==> config.mk <==
export PLATFORM = sky130hd
export DESIGN_NAME = icache_top
export DESIGN_NICKNAME = d
export VERILOG_FILES = /design/src/icache_pkg.sv /design/src/icache_top.sv /design/src/icache_read.sv /design/src/icache_fill.sv /design/src/icache_block.sv
export VERILOG_INCLUDE_DIRS = /design/src
export SDC_FILE = /design/constraint.sdc
export NUM_CORES = 2
export LEC_CHECK = 0
export BUFFER_PORTS_ARGS = -buffer_cell sky130_fd_sc_hd__clkbuf_2
export CELL_PAD_IN_SITES_DETAIL_PLACEMENT = 1
export CELL_PAD_IN_SITES_GLOBAL_PLACEMENT = 2
export CORE_MARGIN = 1
export CORE_UTILIZATION = 46
export DETAILED_ROUTE_END_ITERATION = 8
export PLACE_DENSITY = 0.87
export SLEW_MARGIN = 5
export SYNTH_ARGS = -nofsm -noshare
export SYNTH_HDL_FRONTEND = slang
export SYNTH_SLANG_ARGS = --single-unit
==> constraint.sdc <==
create_clock -name clk_i -period 3.2 [get_ports clk_i]
set_input_delay 0.64 -clock clk_i [delete_from_list [all_inputs] [get_ports clk_i]]
set_output_delay 0.64 -clock clk_i [all_outputs]
set_load 0.01 [all_outputs]
==> src/icache_params.svh <==
`ifndef ICACHE_PARAMS_SVH
`define ICACHE_PARAMS_SVH

// block select bits of the word address
`define ICACHE_INDEX_W 2

// word select bits inside one block
`define ICACHE_OFFSET_W 4

// derived geometry
`define ICACHE_BLOCKS (1 << `ICACHE_INDEX_W)
`define ICACHE_WORDS (1 << `ICACHE_OFFSET_W)

// instruction word width
`define ICACHE_DATA_W 32

// byte address width on the AXI4-Lite bus
`define ICACHE_AXI_ADDR_W 16

// first cached byte address, tag zero region only
`define ICACHE_BASE_ADDR 16'h0400

`endif
==> src/icache_pkg.sv <==
`include "icache_params.svh"

package icache_pkg;

   typedef logic [`ICACHE_INDEX_W-1:0] index_t;
   typedef logic [`ICACHE_OFFSET_W-1:0] offset_t;
   typedef logic [`ICACHE_DATA_W-1:0] word_t;

   // word address of a fetch, index above offset
   typedef struct packed {
      index_t index;
      offset_t offset;
   } fetch_addr_t;

   // broadcast write from the fill engine
   typedef struct packed {
      logic valid;
      index_t index;
      offset_t offset;
      word_t data;
   } fill_wr_t;

   // AXI4-Lite read address channel, master to slave
   typedef struct packed {
      logic valid;
      logic [`ICACHE_AXI_ADDR_W-1:0] addr;
      logic [2:0] prot;
   } axil_ar_t;

   // AXI4-Lite read data channel, slave to master
   typedef struct packed {
      logic valid;
      word_t data;
      logic [1:0] resp;
   } axil_r_t;

   localparam logic [1:0] ICACHE_RESP_OKAY = 2'b00;

endpackage

==> src/icache_top.sv <==
`timescale 1ns/100ps
`include "icache_params.svh"

module icache_top
   import icache_pkg::*;
(
   input logic clk_i,
   input logic rst_i,

   // core fetch port
   input logic fetch_req_i,
   input fetch_addr_t fetch_addr_i,
   output word_t fetch_data_o,
   output logic fetch_valid_o,

   // status
   output logic ready_o,
   output logic fill_err_o,

   // AXI4-Lite read master
   output axil_ar_t m_ar_o,
   input logic m_arready_i,
   input axil_r_t m_r_i,
   output logic m_rready_o
);

   fill_wr_t fill;
   logic fill_done;
   offset_t rd_offset;
   word_t [`ICACHE_BLOCKS-1:0] blk_data;

   icache_fill i_fill (
      .clk_i(clk_i),
      .rst_i(rst_i),
      .ar_o(m_ar_o),
      .arready_i(m_arready_i),
      .r_i(m_r_i),
      .rready_o(m_rready_o),
      .fill_o(fill),
      .done_o(fill_done),
      .err_o(fill_err_o)
   );

   // one block per index value
   for (genvar g = 0; g < `ICACHE_BLOCKS; g++) begin : g_blk
      icache_block #(
         .BLOCK_ID(g)
      ) i_block (
         .clk_i(clk_i),
         .fill_i(fill),
         .rd_offset_i(rd_offset),
         .rd_data_o(blk_data[g])
      );
   end

   icache_read i_read (
      .clk_i(clk_i),
      .rst_i(rst_i),
      .ready_i(fill_done),
      .req_i(fetch_req_i),
      .addr_i(fetch_addr_i),
      .blk_offset_o(rd_offset),
      .blk_data_i(blk_data),
      .data_o(fetch_data_o),
      .valid_o(fetch_valid_o)
   );

   assign ready_o = fill_done;

endmodule

==> src/icache_read.sv <==
`timescale 1ns/100ps
`include "icache_params.svh"

module icache_read
   import icache_pkg::*;
(
   input logic clk_i,
   input logic rst_i,

   input logic ready_i,

   // fetch request from the core
   input logic req_i,
   input fetch_addr_t addr_i,

   // block side
   output offset_t blk_offset_o,
   input word_t [`ICACHE_BLOCKS-1:0] blk_data_i,

   // fetch response
   output word_t data_o,
   output logic valid_o
);

   logic v1_q;
   index_t idx1_q;

   // every block sees the same offset, the index picks one later
   assign blk_offset_o = addr_i.offset;

   always_ff @(posedge clk_i) begin
      if (rst_i) begin
         v1_q <= 1'b0;
         valid_o <= 1'b0;
      end else begin
         // requests during the fill are dropped here
         v1_q <= req_i && ready_i;
         valid_o <= v1_q;
      end
   end

   // index lines up with the block read latency
   always_ff @(posedge clk_i) begin
      idx1_q <= addr_i.index;
   end

   always_ff @(posedge clk_i) begin
      if (v1_q) begin
         data_o <= blk_data_i[idx1_q];
      end
   end

   a_no_valid_before_ready : assert property (
      @(posedge clk_i) disable iff (rst_i) valid_o |-> ready_i
   ) else $error("fetch valid while the cache is still filling");

endmodule

==> src/icache_fill.sv <==
`timescale 1ns/100ps
`include "icache_params.svh"

module icache_fill
   import icache_pkg::*;
(
   input logic clk_i,
   input logic rst_i,

   // AXI4-Lite read address channel
   output axil_ar_t ar_o,
   input logic arready_i,

   // AXI4-Lite read data channel
   input axil_r_t r_i,
   output logic rready_o,

   // broadcast to the blocks
   output fill_wr_t fill_o,

   output logic done_o,
   output logic err_o
);

   localparam int CNT_W = `ICACHE_INDEX_W + `ICACHE_OFFSET_W;
   localparam logic [CNT_W-1:0] LAST_WORD = '1;

   typedef enum logic [1:0] {
      S_ADDR,
      S_DATA,
      S_WRITE,
      S_DONE
   } state_t;

   state_t state_q;
   logic [CNT_W-1:0] cnt_q;
   logic arvalid_q;
   logic rready_q;
   logic err_q;
   word_t data_q;
   fetch_addr_t cnt_addr;

   assign cnt_addr = fetch_addr_t'(cnt_q);

   always_ff @(posedge clk_i) begin
      if (rst_i) begin
         state_q <= S_ADDR;
         cnt_q <= '0;
         arvalid_q <= 1'b0;
         rready_q <= 1'b0;
         err_q <= 1'b0;
      end else begin
         case (state_q)
            S_ADDR: begin
               // first request goes out one cycle after reset release
               if (!arvalid_q) begin
                  arvalid_q <= 1'b1;
               end else if (arready_i) begin
                  arvalid_q <= 1'b0;
                  rready_q <= 1'b1;
                  state_q <= S_DATA;
               end
            end
            S_DATA: begin
               if (r_i.valid) begin
                  rready_q <= 1'b0;
                  state_q <= S_WRITE;
                  // sticky, the word is written anyway
                  if (r_i.resp != ICACHE_RESP_OKAY) begin
                     err_q <= 1'b1;
                  end
               end
            end
            S_WRITE: begin
               if (cnt_q == LAST_WORD) begin
                  state_q <= S_DONE;
               end else begin
                  cnt_q <= cnt_q + 1'b1;
                  arvalid_q <= 1'b1;
                  state_q <= S_ADDR;
               end
            end
            default: begin
               state_q <= S_DONE;
            end
         endcase
      end
   end

   always_ff @(posedge clk_i) begin
      if (rready_q && r_i.valid) begin
         data_q <= r_i.data;
      end
   end

   assign ar_o.valid = arvalid_q;
   assign ar_o.addr = `ICACHE_BASE_ADDR + (`ICACHE_AXI_ADDR_W'(cnt_q) << 2);
   // unprivileged, secure, instruction access
   assign ar_o.prot = 3'b100;
   assign rready_o = rready_q;

   assign fill_o.valid = (state_q == S_WRITE);
   assign fill_o.index = cnt_addr.index;
   assign fill_o.offset = cnt_addr.offset;
   assign fill_o.data = data_q;

   assign done_o = (state_q == S_DONE);
   assign err_o = err_q;

   a_ar_hold : assert property (
      @(posedge clk_i) disable iff (rst_i)
      ar_o.valid && !arready_i |=> ar_o.valid && $stable(ar_o.addr)
   ) else $error("arvalid dropped or address changed before arready");

   a_done_sticky : assert property (
      @(posedge clk_i) disable iff (rst_i) done_o |=> done_o
   ) else $error("done fell after the fill completed");

endmodule

==> src/icache_block.sv <==
`timescale 1ns/100ps
`include "icache_params.svh"

module icache_block
   import icache_pkg::*;
#(
   parameter int BLOCK_ID = 0
)(
   input logic clk_i,

   // write port, shared by all blocks
   input fill_wr_t fill_i,

   // read port
   input offset_t rd_offset_i,
   output word_t rd_data_o
);

   localparam index_t MY_INDEX = index_t'(BLOCK_ID);

   word_t mem [`ICACHE_WORDS];
   logic wr_en;

   // only the block named by the fill index takes the word
   assign wr_en = fill_i.valid && (fill_i.index == MY_INDEX);

   always_ff @(posedge clk_i) begin
      if (wr_en) begin
         mem[fill_i.offset] <= fill_i.data;
      end
   end

   // registered read, one cycle of latency
   always_ff @(posedge clk_i) begin
      rd_data_o <= mem[rd_offset_i];
   end

   // the fill engine must present a known offset with every write
   a_fill_offset_known : assert property (
      @(posedge clk_i) fill_i.valid |-> !$isunknown(fill_i.offset)
   ) else $error("block %0d got a fill with an unknown offset", BLOCK_ID);

endmodule

-- Word-level counts from Yosys, hierarchy flattened
Memories as Yosys holds them, arrays and structs flattened. A register that Yosys moved wholly into a read port is not among the register bits.
Index checks and enable logic that the tools add are counted.
Widths: inputs -> output; s select.
- bitwise operators: 1
- add/subtract/negate cells: 2
- muxes and demuxes: 23
- equality and inequality tests: 11
- reductions and logical operators: 16
- $lt $le $gt $ge: 1
- operators by type and width (cell ; number):
    $bmux 32 s2 ; 1
    $mux 32 ; 1
    $mux 1 ; 14
    $add 11x8->12 const A ; 1
    $eq 2x2->1 const B ; 4
    $mux 2 ; 4
    $add 6x1->6 const B ; 1
    $eq 6x6->1 const B ; 1
    $logic_and 1x1->1 ; 6
    $ne 2x2->1 const B ; 3
    $pmux 2 s3 ; 1
    $reduce_and 3->1 ; 2
    $reduce_bool 2->1 ; 3
    $eq 2x1->1 const B ; 2
    $logic_not 2->1 ; 2
    $pmux 1 s2 ; 2
    $reduce_and 2->1 ; 2
    $reduce_and 4->1 ; 1
    $lt 2x3->1 const B ; 1
    $ne 2x1->1 const B ; 1
    $not 1->1 ; 1
- flip-flop bits (word level): 79
- memories: 4
- bits of input ports: 45
- logic and storage cells: 68
- bits in writable memories: 2048
- output and inout port bits: 56
- memory list (name ; depth ; width ; read ports ; clocked after Yosys merged registers in ; write ports ; RTL line ; text):
    g_blk[0].i_block.mem ; 16 ; 32 ; 1 ; 1 ; 1 ; icache_block.sv:21 ; word_t mem [`ICACHE_WORDS];
    g_blk[1].i_block.mem ; 16 ; 32 ; 1 ; 1 ; 1 ; icache_block.sv:21 ;
    g_blk[2].i_block.mem ; 16 ; 32 ; 1 ; 1 ; 1 ; icache_block.sv:21 ;
    g_blk[3].i_block.mem ; 16 ; 32 ; 1 ; 1 ; 1 ; icache_block.sv:21 ;

-- Longest topological paths before layout
- depth in word-level cells: 4
- gate-level depth with buffers: 8
- depth with buffers taken out: 5

-- Modules after synthesis
Synthesis repeated with hierarchy kept, for this count alone.
- cells, all modules: 3555
- area, all modules: 82964.6 um^2
- modules (own cells, without submodules) (module ; instances ; seq. area each (um^2) ; area an instance (um^2) ; cells an instance):
    icache_block at g_blk[1].i_block ... ; 2 ; 16015.4 ; 19847.8 ; 840
    icache_block at g_blk[0].i_block ; 1 ; 16015.4 ; 19845.3 ; 840
    icache_block at g_blk[3].i_block ; 1 ; 16015.4 ; 19841.5 ; 839
    icache_read ; 1 ; 1041.0 ; 1900.6 ; 81
    icache_fill ; 1 ; 1181.1 ; 1681.6 ; 115

-- Worst setup path before layout
OpenSTA, ideal clock, no wires.
- path type: reg-to-reg
- start: register i_fill.state_q[1]
- end: memory g_blk[0].i_block.mem[10][0] (netlist bit), enable pin
- buffers on the path: 4
- setup slack: 80 ps
- arrival: 2699 ps
- library setup time: 421 ps
- period minus slack after synthesis: 3120 ps
- cell stages (with the launch flop): 8
- data required time: 2779 ps
- cell sequence: dfxtp_1 > buf_4 > nor2b_1 > buf_2 > or3b_1 > buf_2 > buf_2 > nor2_1
- cells in the longest elaborated chain, start to end: 4
- RTL lines (what ; RTL line ; text):
    start: declaration ; icache_fill.sv:35 ; state_t state_q;
    start signal: assignment ; icache_fill.sv:47 ; state_q <= S_ADDR;
    start signal: assignment ; icache_fill.sv:61 ; state_q <= S_DATA;
    start signal: assignment ; icache_fill.sv:67 ; state_q <= S_WRITE;
    $eq 2x2->1 ; icache_fill.sv:102 ; assign fill_o.valid = (state_q == S_WRITE);
    $logic_and 1x1->1 ; icache_block.sv:25 ; assign wr_en = fill_i.valid && (fill_i.index == MY_INDEX);
    $mux 1 ; icache_block.sv:28 ; if (wr_en) begin
    $mux 1 (not written as such) ; icache_block.sv:29 ; mem[fill_i.offset] <= fill_i.data;
    end: declaration ; icache_block.sv:21 ;
Every way passes these cells.

-- Worst setup path in the final report
- start: register i_fill.cnt_q[2], in the netlist i_fill.cnt_addr[2]
- end: memory g_blk[2].i_block.mem[5][29] (netlist bit), enable pin
- RTL lines (what ; RTL line ; text):
    start: declaration ; icache_fill.sv:36 ; logic [CNT_W-1:0] cnt_q;
    start signal: assignment ; icache_fill.sv:78 ; cnt_q <= cnt_q + 1'b1;
    end: declaration ; icache_block.sv:21 ;
No word-level cell before the write port.

==> impl_metrics.prom <==
# TYPE chip_impl_metric gauge
chip_impl_metric{name="start_util",unit=""} 0.465
chip_impl_metric{name="cts.clk_slew.worst_paths",unit="ns"} 0.06
chip_impl_metric{name="layout-drive-gt1-share",unit=""} 0.291
chip_impl_metric{name="avgSynthCellArea",unit="um2"} 22.6
chip_impl_metric{name="rows",unit=""} 155
chip_impl_metric{name="setup_viol",unit=""} 0
chip_impl_info{name="grt_most_used_layer",value="met2"} 1
chip_impl_metric{name="period_share",unit=""} 0.873
chip_impl_metric{name="finalWeightedCongestion",unit=""} 0.829
chip_impl_metric{name="postSynth.asyncResetShare",unit=""} 0
chip_impl_metric{name="core-area",unit="um2"} 179000
chip_impl_metric{name="grt.met3_usage",unit=""} 0.0796
chip_impl_info{name="synth_top_flop_cell",value="edfxtp_1"} 1
chip_impl_metric{name="first_global_vias",unit=""} 45100
chip_impl_metric{name="netlist_instances",unit=""} 3684
chip_impl_info{name="clock_tree_from_tritoncts",value="done"} 1
chip_impl_info{name="clock-root-buffer",value="clkbuf_16"} 1
chip_impl_info{name="setup.worst_path.class",value="reg -> reg"} 1
chip_impl_metric{name="yosys_register_bits",unit=""} 2255
chip_impl_metric{name="synth_warnings",unit=""} 0
chip_impl_metric{name="cts_max_level",unit=""} 4
chip_impl_metric{name="numPortBuffers",unit=""} 87
chip_impl_metric{name="leakagePower",unit="nW"} 30.6
chip_impl_info{name="most-common-layout-cells",value="2112 x edfxtp_1, 499 x mux4_2, 216 x clkbuf_16"} 1
chip_impl_metric{name="avgRoutedWirePerCell",unit="um"} 39.1
chip_impl_metric{name="grt_usage",unit=""} 0.285
chip_impl_metric{name="timing.max_slew.rel_slack",unit=""} 0.165
chip_impl_metric{name="grt-ovfl-total",unit=""} 0
chip_impl_metric{name="setup_total_negative_slack",unit="ns"} 0
chip_impl_metric{name="powerDensity",unit="nW/um2"} 636
chip_impl_metric{name="maximum_number_of_pins_on_one_net_before_global_route_repair",unit=""} 65
chip_impl_metric{name="fin_skew",unit="ns"} 0.0399
chip_impl_metric{name="die_width",unit="um"} 427
chip_impl_metric{name="drt_iter0_drc",unit=""} 7305
chip_impl_metric{name="post_synth_instance_area",unit="um2"} 83200
chip_impl_metric{name="via_per_inst",unit=""} 6.58
chip_impl_metric{name="clock_path_buffers",unit=""} 3
chip_impl_metric{name="finalWirelength",unit="um"} 259000
chip_impl_metric{name="cts.sink_count",unit=""} 2255
chip_impl_metric{name="cp_data_required_time",unit="ns"} 3.67
chip_impl_metric{name="finalNetCount",unit=""} 4115
chip_impl_info{name="grt_setup_unrepaired",value="no"} 1
chip_impl_metric{name="detailroute.via_count",unit=""} 43500
chip_impl_metric{name="drv_cap",unit=""} 0
chip_impl_metric{name="max_slew.worst_pin.slew",unit="ns"} 1.25
chip_impl_info{name="critPathCaptureType",value="flip-flop"} 1
chip_impl_metric{name="number_of_antenna_violations_at_the_first_check_in_global_routing",unit=""} 33
chip_impl_info{name="worstSetupStartpointType",value="flip-flop"} 1
chip_impl_metric{name="slew_viol_final",unit=""} 0
chip_impl_metric{name="post_cts_resize_count",unit=""} 0
chip_impl_metric{name="drt_pre_antenna_iters",unit=""} 6
chip_impl_metric{name="hold-worst-slack",unit="ns"} 0.0452
chip_impl_metric{name="boundaryPins",unit=""} 101
chip_impl_info{name="status",value="completed"} 1
chip_impl_metric{name="die_area",unit="um2"} 182000
chip_impl_metric{name="hold_viol",unit=""} 0
chip_impl_metric{name="layout_min_cycle_time",unit="ns"} 2.79
chip_impl_metric{name="remaining_drc_errors",unit=""} 0
chip_impl_info{name="most_common_cell_after_layout_fill_and_taps_aside",value="edfxtp_1"} 1
chip_impl_metric{name="grt_first_pass_wirelength",unit="um"} 357000
chip_impl_metric{name="synth-seq-area-share",unit=""} 0.797
chip_impl_metric{name="fmax",unit="GHz"} 0.358
chip_impl_metric{name="groute.layer.met1.usage",unit=""} 0.356
chip_impl_metric{name="cts_inserted_buffers",unit=""} 211
chip_impl_metric{name="grt_use_met2",unit=""} 0.447
chip_impl_metric{name="clock_insertion_delay_worst_skew",unit="ns"} 0.87
chip_impl_metric{name="crit_fanout",unit=""} 24
chip_impl_metric{name="areaGrowthSynthToFinish",unit="%"} 15.5
chip_impl_metric{name="post_synth_num_cell_types",unit=""} 42
chip_impl_metric{name="vdd_ir_drop_max",unit="uV"} 558
chip_impl_metric{name="postRouteAntennaNets",unit=""} 0
chip_impl_metric{name="crit_arrival",unit="ns"} 3.27
chip_impl_info{name="hold_class",value="in -> reg"} 1
chip_impl_metric{name="dp_hpwl",unit="um"} 139000
chip_impl_metric{name="die_height",unit="um"} 427
chip_impl_metric{name="synth_edf_count",unit=""} 2112
[metrics by stage]
step / power, W / utilization / cells / instance area [um2] / worst slack, ns
after floorplan: 0.0346 / - / 3695 / 83200 / 0.0801
after global placement: 0.0357 / 0.496 / 6174 / 88700 / 0.431
after detailed placement: 0.0358 / 0.496 / 6174 / 88700 / 0.400
after CTS: 0.0610 / 0.536 / 6603 / 96000 / 0.545
after global routing: 0.0620 / 0.536 / 6606 / 96000 / 0.473
final: 0.0611 / 0.536 / 6616 / 96000 / 0.407
[registers in the layout, indices dropped and copies added (netlist names)]
signal                   cells
i_fill.data_q               32
i_fill.arvalid_q             1
g_blk.i_block.rd_data_o    128
i_fill.err_o                 1
i_fill.rready_o              1
i_read.v1_q                  1
g_blk.i_block.mem         2048
i_read.idx1_q                2
i_read.data_o               32
i_fill.cnt_addr              6
i_fill.state_q               2
i_read.valid_o               1
[worst paths after layout]
check	startpoint	endpoint	slack [ns]	cells after the start
worst max-delay path	i_fill.cnt_addr[2]	g_blk[2].i_block.mem[5][29]	0.41	4
worst min-delay path	fetch_req_i	i_read.v1_q	0.05	2
worst max register to register	i_fill.cnt_addr[2]	g_blk[2].i_block.mem[5][29]	0.41	4
worst min register to register	i_fill.err_o	i_fill.err_o	0.48	2
[Yosys cell counts, drive strengths merged (2+ instances only)]
master   count  area, um2
nor2b       12       75.1
xor2         2       17.5
nand3b       2       15.0
clkbuf      68        255
mux4       499      11200
mux2i       91        911
o211ai       2       15.0
a21oi        6       30.0
conb         2       7.51
buf        150       1010
and2         6       37.5
nor3         3       15.0
nand3        9       45.0
edfxtp    2112      63400
inv          3       11.3
dfxtp      143       2860
nor2       116        435
a22oi      183       1370
o22ai       70        438
ha           4       50.1
o21ai        4       23.8
o2111ai      3       26.3
nand2b       4       25.0
or2          2       12.5
nand4       21        131
nand2      156        586
[worst max-delay path: stages (launching register included)]
cell,delay [ns]
dfxtp_1,0.74
nor2b_1,0.46
nand2_1,0.48
nor2_4,0.24
buf_4,0.47
[repair_timing]
item / CTS / global route
hold buffers: 34 / 0
endpoints found under the hold margin: 34 / 0
setup buffers: 0 / 0
[layout make-up]
type	instances	area, um2
antenna	13	32.5
timing repair buffer	376	3630
multi-input combinational	1219	16200
clock inverter	111	1080
clock buffer	284	5870
sequential	2255	66300
fill	15300	83000
tap	2355	2950
inverter	3	11.3
[cell families after synthesis]
logic type,count (synthesis),synth area share
adders and majority gates,4,0.000602
DFF,2255,0.797
xor gates and xnor gates,3,0.000316
muxes,590,0.146
and+or+nand+nor,337,0.0172
buffers and inverters,221,0.0154
AOI/OAI and AO/OA,272,0.0233
other,2,0.0000903
[layer usage]
layer,up-vias,part of all wire
li1,16200,-
met1,22700,0.33
met2,3775,0.47
met3,854,0.13
met4,30,0.065
met5,-,0.00084
[where the power goes]
group	leakage [nW]	internal [W]	switching [W]	total, W
Combinational	7.04	0.00101	0.00164	0.00265
Clock	3.42	0.0143	0.0113	0.0257
Sequential	20.2	0.0323	0.000410	0.0327
Total	30.6	0.0477	0.0134	0.0611
No activity file was read; power rests on OpenSTA's default activity.
